**config.mk**
```make
export PLATFORM = sky130hd
export DESIGN_NAME = upd_periph_top
export DESIGN_NICKNAME = d
export VERILOG_FILES = /design/src/verilog/upd_periph_pkg.sv /design/src/verilog/port_block.sv /design/src/verilog/interval_timer.sv /design/src/verilog/int_controller.sv /design/src/verilog/upd_periph_top.sv
export VERILOG_INCLUDE_DIRS = /design/src /design/src/verilog
export SDC_FILE = /design/constraint.sdc
export NUM_CORES = 1
export LEC_CHECK = 0
export BUFFER_PORTS_ARGS = -buffer_cell sky130_fd_sc_hd__buf_2
export CELL_PAD_IN_SITES_DETAIL_PLACEMENT = 1
export CELL_PAD_IN_SITES_GLOBAL_PLACEMENT = 2
export CORE_ASPECT_RATIO = 1.4
export CORE_MARGIN = 1.5
export CORE_UTILIZATION = 30
export DETAILED_ROUTE_END_ITERATION = 12
export GPL_ROUTABILITY_DRIVEN = 0
export PLACE_DENSITY = 0.73
export SYNTH_ARGS = -nofsm -noshare
export SYNTH_HDL_FRONTEND = slang
export SYNTH_HIERARCHICAL = 1
export SYNTH_SLANG_ARGS = --single-unit
```
**constraint.sdc**
```tcl
create_clock -name CLK -period 1.6 [get_ports CLK]
set_clock_uncertainty 0.05 [all_clocks]
set_input_delay 0.16 -clock CLK [delete_from_list [all_inputs] [get_ports CLK]]
set_output_delay 0.16 -clock CLK [all_outputs]
set_load 0.03 [all_outputs]
```
**src/verilog/upd_periph_consts.svh**
```systemverilog
// Reset values, interrupt vector addresses, sample divider and timer prescaler constants
`ifndef UPD_PERIPH_CONSTS_SVH
`define UPD_PERIPH_CONSTS_SVH

//////////////////////////////
// Register reset values

// Port latches come up low
`define PORT_RST 8'h00

// MB, MC and MK come up all ones: ports as inputs, interrupts masked
`define MODE_RST 8'hFF

// Timer reload value, 12 bits
`define TM_RST 12'hFFF

//////////////////////////////
// Dividers

// INT1/INT2 sample enable, once every this many cycles
`define DIV_SAMPLE 12

// Prescaler below the 12-bit timer count
`define TM_PRESCALE_BITS 3

//////////////////////////////
// Interrupt vector addresses

`define VEC_INT0 8'h04
`define VEC_INTT 8'h08
`define VEC_INT1 8'h10
`define VEC_INT2 8'h20

`endif

```
**src/verilog/upd_periph_pkg.sv**
```systemverilog
// Package with data widths, special register select, interrupt index and register write types
package upd_periph_pkg;

  //////////////////////////////
  // Widths

  // One data byte on the register bus
  typedef logic [7:0] byte_t;

  // Timer reload value from TM1[3:0] and TM0
  typedef logic [11:0] tm_count_t;

  // One flag per interrupt source, indexed by int_idx_e
  typedef logic [3:0] int_vec_t;

  //////////////////////////////
  // Encodings

  // Special register numbers as used by the MOV sr instructions
  typedef enum logic [3:0] {
    SPR_PA  = 4'h0,
    SPR_PB  = 4'h1,
    SPR_PC  = 4'h2,
    SPR_MK  = 4'h3,
    SPR_MB  = 4'h4,
    SPR_MC  = 4'h5,
    SPR_TM0 = 4'h6,
    SPR_TM1 = 4'h7
  } spr_sel_e;

  // Interrupt positions, also the fixed priority order (0 highest)
  typedef enum logic [1:0] {
    IDX_INT0 = 2'd0,
    IDX_INTT = 2'd1,
    IDX_INT1 = 2'd2,
    IDX_INT2 = 2'd3
  } int_idx_e;

  // One special register write, takes effect at the next edge
  typedef struct packed {
    logic     valid;
    spr_sel_e sel;
    byte_t    data;
  } spr_wr_t;

endpackage

```
**src/verilog/port_block.sv**
```systemverilog
// Port A/B/C latches, MB/MC mode registers, output enables and port read-back
`timescale 1ns/1ps
`include "upd_periph_consts.svh"

module port_block (
  input  logic                    CLK,
  input  logic                    rst,
  input  upd_periph_pkg::spr_wr_t spr_wr,
  input  upd_periph_pkg::byte_t   pb_in,
  input  upd_periph_pkg::byte_t   pc_in,
  output upd_periph_pkg::byte_t   pa_out,
  output upd_periph_pkg::byte_t   pb_out,
  output upd_periph_pkg::byte_t   pb_oe,
  output upd_periph_pkg::byte_t   pc_out,
  output upd_periph_pkg::byte_t   pc_oe,
  output upd_periph_pkg::byte_t   pb_read,
  output upd_periph_pkg::byte_t   pc_read,
  output upd_periph_pkg::byte_t   mb,
  output upd_periph_pkg::byte_t   mc
);
  import upd_periph_pkg::*;

  // Port C bits 6..2 have fixed directions, only bits 4..2 drive
  localparam logic [4:0] PC_OE_FIXED = 5'b00111;

  //////////////////////////////
  // Latches and mode registers

  always_ff @(posedge CLK) begin
    if (rst) begin
      pa_out <= `PORT_RST;
      pb_out <= `PORT_RST;
      pc_out <= `PORT_RST;
      mb     <= `MODE_RST;
      mc     <= `MODE_RST;
    end else if (spr_wr.valid) begin
      case (spr_wr.sel)
        SPR_PA:  pa_out <= spr_wr.data;
        SPR_PB:  pb_out <= spr_wr.data;
        SPR_PC:  pc_out <= spr_wr.data;
        SPR_MB:  mb     <= spr_wr.data;
        SPR_MC:  mc     <= spr_wr.data;
        default: ;
      endcase
    end
  end

  //////////////////////////////
  // Directions

  // A set mode bit makes the pin an input
  assign pb_oe = ~mb;
  assign pc_oe = {~mc[7], PC_OE_FIXED, ~mc[1:0]};

  // Read-back takes the pin on inputs and the latch on outputs
  assign pb_read = (pb_in & ~pb_oe) | (pb_out & pb_oe);
  assign pc_read = (pc_in & ~pc_oe) | (pc_out & pc_oe);

endmodule

```
**src/verilog/interval_timer.sv**
```systemverilog
// Interval timer with TM0/TM1 reload registers, prescaled down counter and underflow strobe
`timescale 1ns/1ps
`include "upd_periph_consts.svh"

module interval_timer (
  input  logic                      CLK,
  input  logic                      rst,
  input  upd_periph_pkg::spr_wr_t   spr_wr,
  input  logic                      timer_start,
  output upd_periph_pkg::tm_count_t tm_reload,
  output logic                      tm_uf
);
  import upd_periph_pkg::*;

  // Reload count with the prescaler in the low bits
  localparam int CNT_W = $bits(tm_count_t) + `TM_PRESCALE_BITS;

  logic [CNT_W-1:0] tm_cnt;

  //////////////////////////////
  // Reload registers

  // TM0 is the low byte, TM1 carries the top nibble
  always_ff @(posedge CLK) begin
    if (rst) begin
      tm_reload <= `TM_RST;
    end else if (spr_wr.valid) begin
      case (spr_wr.sel)
        SPR_TM0: tm_reload[7:0]  <= spr_wr.data;
        SPR_TM1: tm_reload[11:8] <= spr_wr.data[3:0];
        default: ;
      endcase
    end
  end

  //////////////////////////////
  // Down counter

  // Underflow on the cycle the whole count reads zero
  assign tm_uf = (tm_cnt == '0);

  // Reload resets the prescaler to all ones, so one period is
  // (reload + 1) * 8 cycles
  always_ff @(posedge CLK) begin
    if (rst) begin
      tm_cnt <= '1;
    end else if (tm_uf || timer_start) begin
      tm_cnt <= {tm_reload, {`TM_PRESCALE_BITS{1'b1}}};
    end else begin
      tm_cnt <= tm_cnt - 1'b1;
    end
  end

endmodule

```
**src/verilog/int_controller.sv**
```systemverilog
// Interrupt controller with sample divider, INT1/INT2 filters, pending flags, mask and priority vector
`timescale 1ns/1ps
`include "upd_periph_consts.svh"

module int_controller (
  input  logic                    CLK,
  input  logic                    rst,
  input  upd_periph_pkg::spr_wr_t spr_wr,
  input  logic                    int0,
  input  logic                    int1,
  input  logic                    int2,
  input  logic                    tm_uf,
  input  logic                    int_enable,
  input  logic                    int_ack,
  output upd_periph_pkg::byte_t   mk,
  output logic                    int_req,
  output upd_periph_pkg::byte_t   int_vector
);
  import upd_periph_pkg::*;

  logic [3:0] div_cnt;
  logic       sample_en;
  logic       int2_pol;
  logic [3:0] filt1;
  logic [3:0] filt2;
  int_vec_t   pend;
  int_vec_t   pend_set;
  int_vec_t   pend_clr;
  int_vec_t   pend_lat;
  int_vec_t   enable_mask;
  int_vec_t   ack_sel;

  //////////////////////////////
  // Mask register

  always_ff @(posedge CLK) begin
    if (rst) begin
      mk <= `MODE_RST;
    end else if (spr_wr.valid && (spr_wr.sel == SPR_MK)) begin
      mk <= spr_wr.data;
    end
  end

  //////////////////////////////
  // INT1/INT2 sampling

  assign sample_en = (div_cnt == 4'(`DIV_SAMPLE - 1));

  always_ff @(posedge CLK) begin
    if (rst) begin
      div_cnt <= '0;
    end else begin
      div_cnt <= sample_en ? 4'd0 : div_cnt + 4'd1;
    end
  end

  // MK bit 5 clear turns INT2 into an active-low input
  assign int2_pol = int2 ^ ~mk[5];

  always_ff @(posedge CLK) begin
    if (rst) begin
      filt1 <= '0;
      filt2 <= '0;
    end else if (sample_en) begin
      filt1 <= {filt1[2:0], int1};
      filt2 <= {filt2[2:0], int2_pol};
    end
  end

  //////////////////////////////
  // Pending flags

  // Filtered sources fire on the sample that completes low, high, high, high
  always_comb begin
    pend_set = '0;
    pend_set[IDX_INT0] = int0;
    pend_set[IDX_INTT] = tm_uf;
    pend_set[IDX_INT1] = sample_en && ({filt1[2:0], int1} == 4'b0111);
    pend_set[IDX_INT2] = sample_en && ({filt2[2:0], int2_pol} == 4'b0111);
  end

  // INT0 is a level, so its flag also drops with the pin
  always_comb begin
    pend_clr = ack_sel & {4{int_ack}};
    pend_clr[IDX_INT0] = pend_clr[IDX_INT0] | ~int0;
  end

  always_ff @(posedge CLK) begin
    if (rst) begin
      pend <= '0;
    end else begin
      pend <= (pend & ~pend_clr) | pend_set;
    end
  end

  //////////////////////////////
  // Request latch

  // MK bits 3..0 line up with the source index
  assign enable_mask = {4{int_enable}} & ~mk[3:0];

  // Holds steady from request until acknowledge
  always_ff @(posedge CLK) begin
    if (rst) begin
      pend_lat <= '0;
    end else if (int_ack) begin
      pend_lat <= '0;
    end else if (pend_lat == '0) begin
      pend_lat <= pend & enable_mask;
    end
  end

  assign int_req = |pend_lat;

  //////////////////////////////
  // Priority and vector

  always_comb begin
    casez (pend_lat)
      4'b???1: ack_sel = 4'b0001;
      4'b??10: ack_sel = 4'b0010;
      4'b?100: ack_sel = 4'b0100;
      4'b1000: ack_sel = 4'b1000;
      default: ack_sel = 4'b0000;
    endcase
  end

  always_comb begin
    case (1'b1)
      ack_sel[IDX_INT0]: int_vector = `VEC_INT0;
      ack_sel[IDX_INTT]: int_vector = `VEC_INTT;
      ack_sel[IDX_INT1]: int_vector = `VEC_INT1;
      ack_sel[IDX_INT2]: int_vector = `VEC_INT2;
      default:           int_vector = 8'h00;
    endcase
  end

endmodule

```
**src/verilog/upd_periph_top.sv**
```systemverilog
// Peripheral top level with special register read multiplexer, ports, timer and interrupt controller
`timescale 1ns/1ps

module upd_periph_top (
  input  logic                     CLK,
  input  logic                     rst,
  input  upd_periph_pkg::spr_wr_t  spr_wr,
  input  upd_periph_pkg::spr_sel_e rd_sel,
  output upd_periph_pkg::byte_t    rd_data,
  input  upd_periph_pkg::byte_t    pb_in,
  input  upd_periph_pkg::byte_t    pc_in,
  output upd_periph_pkg::byte_t    pa_out,
  output upd_periph_pkg::byte_t    pb_out,
  output upd_periph_pkg::byte_t    pb_oe,
  output upd_periph_pkg::byte_t    pc_out,
  output upd_periph_pkg::byte_t    pc_oe,
  input  logic                     int0,
  input  logic                     int1,
  input  logic                     int2,
  input  logic                     int_enable,
  input  logic                     int_ack,
  input  logic                     timer_start,
  output logic                     int_req,
  output upd_periph_pkg::byte_t    int_vector
);
  import upd_periph_pkg::*;

  byte_t     pb_read;
  byte_t     pc_read;
  byte_t     mb;
  byte_t     mc;
  byte_t     mk;
  tm_count_t tm_reload;
  logic      tm_uf;

  //////////////////////////////
  // Blocks

  port_block u_ports (
    .CLK     (CLK),
    .rst     (rst),
    .spr_wr  (spr_wr),
    .pb_in   (pb_in),
    .pc_in   (pc_in),
    .pa_out  (pa_out),
    .pb_out  (pb_out),
    .pb_oe   (pb_oe),
    .pc_out  (pc_out),
    .pc_oe   (pc_oe),
    .pb_read (pb_read),
    .pc_read (pc_read),
    .mb      (mb),
    .mc      (mc)
  );

  interval_timer u_timer (
    .CLK         (CLK),
    .rst         (rst),
    .spr_wr      (spr_wr),
    .timer_start (timer_start),
    .tm_reload   (tm_reload),
    .tm_uf       (tm_uf)
  );

  int_controller u_intc (
    .CLK        (CLK),
    .rst        (rst),
    .spr_wr     (spr_wr),
    .int0       (int0),
    .int1       (int1),
    .int2       (int2),
    .tm_uf      (tm_uf),
    .int_enable (int_enable),
    .int_ack    (int_ack),
    .mk         (mk),
    .int_req    (int_req),
    .int_vector (int_vector)
  );

  //////////////////////////////
  // Register read-back

  always_comb begin
    case (rd_sel)
      SPR_PA:  rd_data = pa_out;
      SPR_PB:  rd_data = pb_read;
      SPR_PC:  rd_data = pc_read;
      SPR_MK:  rd_data = mk;
      SPR_MB:  rd_data = mb;
      SPR_MC:  rd_data = mc;
      SPR_TM0: rd_data = tm_reload[7:0];
      SPR_TM1: rd_data = {4'h0, tm_reload[11:8]};
      default: rd_data = 8'h00;
    endcase
  end

endmodule

```
Yosys cells after proc, flatten, opt, wreduce, memory -nomap -nowiden

Index checks and enable logic that the tools add are counted.

Bits in registers: 93
Bits of input ports: 41
Output and inout bits: 57
Word-level logic and storage cells: 85

Add/subtract/negate cells: 2
Equal/unequal tests: 20
Multiplexer cells: 7
Bitwise operators: 22
Reductions and logical operators: 19

Operators with widths:

| kind                  | count |
|---|---|
| $pmux 8 s8            | 1 |
| $eq 4x3->1 const B    | 10 |
| $and 8x8->8           | 4 |
| $mux 8                | 3 |
| $not 8->8             | 3 |
| $and 4x4->4           | 4 |
| $eq 4x2->1 const B    | 4 |
| $or 8x8->8            | 2 |
| $pmux 4 s4            | 1 |
| $logic_not 15->1      | 1 |
| $mux 15               | 1 |
| $sub 15x1->15 const B | 1 |
| $reduce_and 2->1      | 7 |
| $logic_not 4->1       | 3 |
| $eq 4x1->1 const B    | 2 |
| $eq 4x4->1 const B    | 2 |
| $not 4->4             | 2 |
| $mux 6                | 1 |
| $reduce_or 2->1       | 3 |
| $add 4x1->4 const B   | 1 |
| $or 4x4->4            | 1 |
| $reduce_or 4->1       | 1 |
| $eq 3x3->1 const B    | 1 |
| $logic_and 1x1->1     | 3 |
| 6 further kinds       | 8 |

Logic depth before layout (Yosys ltp)

Word-level depth: 7
Gate-level depth with buffers: 7
Depth with buffers taken out: 6

Hierarchy

The synthesis kept the hierarchy.

Modules (own cells, without submodules):

| module         | times used | cells an instance | area each (um^2) | seq. area each (um^2) |
|---|---|---|---|---|
| port_block     | 1          | 188               | 1853.0           | 800.8 |
| interval_timer | 1          | 129               | 1270.0           | 540.5 |
| int_controller | 1          | 113               | 1073.5           | 520.5 |
| upd_periph_top | 1          | 98                | 681.9            | 0.0 |

Worst setup path after synthesis

No wires, ideal clock.

Kind: register -> register
Start: reg u_timer.tm_cnt[0]
End: reg u_timer.tm_cnt[14]
Setup time: 0.079 ns
Arrival: 1.508 ns
Required time: 1.471 ns
Setup slack: -0.038 ns
Cell stages (with the launch flop): 7
Path buffers: 0
Period minus slack after synthesis: 1.638 ns
Cell sequence: dfxtp_1 > inv_1 > ha_1 > nor3b_1 > nand4_1 > xor2_1 > a22oi_1

Cells in the longest elaborated chain, start to end: 3
Elaborated cells between the ends (all ways): 4
Those cells by class: add/sub (1); mux (1); reduce/logical (2)

Ends and longest elaborated chain:

| element                                               | RTL line             | RTL |
|---|---|---|
| start, declared                                       | interval_timer.sv:18 | `logic [CNT_W-1:0] tm_cnt;` |
| start signal, assigned                                | interval_timer.sv:48 | `` tm_cnt <= {tm_reload, {`TM_PRESCALE_BITS{1'b1}}}; `` |
| start signal, assigned                                | interval_timer.sv:50 | `tm_cnt <= tm_cnt - 1'b1;` |
| branches (longest 2 deep; another with $sub 15x1->15) | --                   |  |
| $mux 15 *                                             | interval_timer.sv:47 | `end else if (tm_uf \|\| timer_start) begin` |

Every way passes the cells marked *.
A chain may end at the register's enable or synchronous reset.

Final worst setup path

Start: reg u_ports.mc[0]
End: out rd_data[0]

Cells in the longest elaborated chain, start to end: 5
Elaborated cells between the ends (all ways): 6
Those cells by class: mux (1); bitwise (5)

Ends and longest elaborated chain:

| element                | RTL line             | RTL |
|---|---|---|
| start, declared        | port_block.sv:19     | `output upd_periph_pkg::byte_t mc` |
| start signal, assigned | port_block.sv:35     | `` mc <= `MODE_RST; `` |
| start signal, assigned | port_block.sv:42     | `SPR_MC: mc <= spr_wr.data;` |
| $not 2->2 *            | port_block.sv:53     | `assign pc_oe = {~mc[7], PC_OE_FIXED, ~mc[1:0]};` |
| $not 8->8              | port_block.sv:57     | `assign pc_read = (pc_in & ~pc_oe) \| (pc_out & pc_oe);` |
| $and 8x8->8            | port_block.sv:57     |  |
| $or 8x8->8 *           | port_block.sv:57     |  |
| net pc_read[0]         | upd_periph_top.sv:29 | `byte_t pc_read;` |
| $pmux 8 s8 *           | upd_periph_top.sv:84 | `case (rd_sel)` |
| end, declared          | upd_periph_top.sv:9  | `output upd_periph_pkg::byte_t rd_data,` |

The timed path passes the listed nets; every way through them passes the cells marked *.

==> results.txt <==
vias in the first global route - 4,419
worst-path maximum fanout - 2
R2R Path End - u_timer/tm_cnt[13]
Non-Filler Instances - 840
setup TNS - -1.38 ns
largest net degree at the start of global routing - 50
Mean Syn Cell Area - 9.24 µm²
Rel. slew slack - 59.7%
final worst setup slack - -0.238 ns
f_max - 544 MHz
I/O pin count - 98
Area Overhead vs Synth - 29.9%
Mapped Cells - 528
slowest cell delay on critical path - 0.35 ns
P_leak - 3.00 nW
initial antenna violation count - 0
IO Port Bufs - 85
CP max-delay cell - dfxtp_2
chip width - 111 µm
critical path startpoint category - flop
Hold Vio Cnt, Final - 0
HP Class - in2reg
DP Worst Slack - -0.131 ns
worst slew pin tran - 0.597 ns
Die Y - 154 µm
Hold Crit Start - int_ack
Worst R2R Path Depth - 4
wire length per cell - 17.6 µm
CTS max path bufs - 2
R2R Path Start - u_timer/tm_cnt[2]
Worst VDD drop - 503 µV
min Tclk post-route - 1.84 ns
crit path cell chain - mux2_4 > and3b_1 > o21ai_1 > nand4_1 > buf_6
row count - 55
RSZ-0062 raised after global routing - yes
share of synthesized flip-flops with an asynchronous set or reset - 0%
Slew Viols, Final - 0
pwr dens - 830 nW/µm²
Final period util - 115%
Layout Nets - 680
yosys warns - 6
H-tree depth - 3
Worst Path Required - 1.39 ns
register area share after synthesis - 38.2%
ys flop type - dfxtp_1
Detailed Route WL - 14.8 mm
Netlist cell types - 61
global-route wire length before repair - 23.4 mm
max-cap violation count - 0
WS Path Type - reg2out
vias per cell - 4.96
Hold Path Depth - 2
share of the synthesized area in the top cell type - 38.2%
Initial Util - 30.4%
Root Driver - clkbuf_16
Sinks on Clock Net - 93
Hold EP - u_intc/pend_lat[0]
CTS tree - built
via count - 4,166
CTS Buf Count - 9
number of remaining DRC errors - 0
Final Core Density - 39.5%
first drt pass iteration count - 4
R2R Setup Slk - -0.02 ns
Final Setup Violations - 10
CTS clock-pin slew for the worst setup and hold paths - 0.07 ns
Power Total - 5.26 mW
die area - 17,000 µm²
CORE AREA - 16,000 µm²
cell area after synthesis - 4880 µm²
main area contributors after synthesis - dfxtp_1 38%, mux2i_1 13%, nor2_1 4.4%
starting DRC count in detailed routing - 136
Seq cells post-synth - 93
antenna viol nets, final - 0
CP endpoint kind - primary output
largest area contributor in the netlist - dfxtp_1
status - finished with violations
failing checks - setup timing
CP Buf/Inv Count - 1
antenna cells - 0
GRT Util Overall - 17.4%
clk_lat worst skew - 0.35 ns
GR Overflow Total - 0
Cells after DPL - 818
# fillers - 1,905
Post-DP HPWL - 11.5 mm
share of layout cells above drive strength 1 - 35.4%
Arr. time, crit path - 1.63 ns
Post-synth EDFFs - 0
Top Family by Delay on Critical Path - flip-flops
-- how the worst max path moves through the flow --
| stage | from | end | slack, ns | depth (start not counted) |
|---|---|---|---|---|
| 4_1_cts | u_ports/mb[0] | rd_data[0] | -0.25 | 5 |
| 5_1_grt | u_ports/mb[0] | rd_data[0] | -0.28 | 5 |
| 3_5_place_dp | u_timer/tm_cnt[1] | u_timer/tm_cnt[11] | -0.13 | 7 |
| 3_3_place_gp | u_timer/tm_cnt[1] | u_timer/tm_cnt[11] | -0.04 | 7 |
| 6_report | u_ports/mc[0] | rd_data[0] | -0.24 | 5 |
| 2_1_floorplan | u_ports/pa_out[4] | rd_data[4] | 0.02 | 3 |
-- through the flow --
stage	hold slack (ns)	instance area [µm²]
after floorplan	0.182	4910
after global placement	0.324	5700
after detailed placement	0.339	5700
after CTS	0.0249	6180
after global routing	0.0314	6340
final	0.0308	6340
-- kinds of logic after synthesis --
family,synth area share (%)
compound gates,8.62
xor+xnor,2.69
fa+ha+maj,0.770
buf+inv,7.13
flops,38.2
mux,16.2
other cells,0.231
simple gates,26.2
-- power by group --
part | switching, mW | internal (mW)
clock network | 0.929 | 1.26
registers | 0.0405 | 2.36
logic | 0.385 | 0.290
-- layout by cell type (no fill, tap or decap), types with 5 or more instances in the layout --
cell type / synthesis / routed
dfxtp_2: 0 / 19
inv_1: 22 / 20
xnor2_1: 9 / 8
and3b_1: 9 / 9
mux2_4: 0 / 10
o211ai_1: 5 / 5
nand2_1: 33 / 33
nand3_1: 7 / 6
mux2i_1: 62 / 62
nand3b_1: 15 / 15
buf_6: 3 / 12
nand4_1: 6 / 6
nand2b_1: 33 / 33
dfxtp_1: 93 / 73
and3_1: 5 / 5
o21ai_0: 11 / 7
mux2_2: 15 / 5
nor2_1: 57 / 55
a21oi_1: 10 / 6
buf_4: 17 / 38
xor2_1: 6 / 6
buf_2: 10 / 75
nor3b_1: 8 / 6
clkbuf_16: 0 / 10
conb_1: 3 / 9
-- repair_timing --
item | in CTS | in global routing
hold endpoints to repair | 1 | 0
setup endpoints to repair | 24 | 25
hold buffers | 1 | 0
buffers inserted | 0 | 4
gates resized for setup | 59 | 27
pin swaps | 16 | 13
gates cloned | 0 | 1
-- cell type report --
class | instances | area (µm²) | share of cell area [%]
sequential | 93 | 1890 | 29.8
clock buffer | 11 | 243 | 3.83
tap | 199 | 249 | 3.93
inverter | 23 | 86.3 | 1.36
multi-input combinational | 375 | 2870 | 45.3
clock inverter | 5 | 58.8 | 0.928
timing repair buffer | 134 | 941 | 14.8
-- flip-flops by register name, indices dropped and copies added (netlist names) --
| signal | count |
|---|---|
| u_intc/pend | 4 |
| u_intc/filt1 | 3 |
| u_intc/pend_lat | 4 |
| u_ports/mb | 8 |
| u_intc/filt2 | 3 |
| u_timer/tm_reload | 12 |
| u_intc/mk | 8 |
| u_intc/div_cnt | 4 |
| u_ports/mc | 8 |
| u_ports/pa_out | 8 |
| u_ports/pb_out | 8 |
| u_timer/tm_cnt | 15 |
| u_ports/pc_out | 8 |
-- cells in the mapped netlist (all sizes together), types with 4 or more instances --
library cell,number
or2,4
nand3b,15
mux2i,62
clkbuf,13
inv,22
dfxtp,93
a22oi,8
nand3,7
and2,4
o211ai,7
xor2,6
nor4,5
nand2,33
buf,30
nand2b,33
xnor2,9
or3b,4
a22o,4
a41oi,4
o21ai,11
a21oi,10
nand4,7
and3b,9
nor2,58
nor3b,9
and3,5
mux2,15
nor3,7
-- metal layers --
metal  up-vias  global-route usage [%]  wire length, µm  part of all wire [%]
li1       2025                       -                -                     -
met2        70                    31.9             7970                    54
met3        21                    3.39              553                   3.7
met4         0                    7.39              315                   2.1
met5         -                       0                0                     0
met1      2050                    19.4             5940                    40
(Power assumes the default switching activity.)
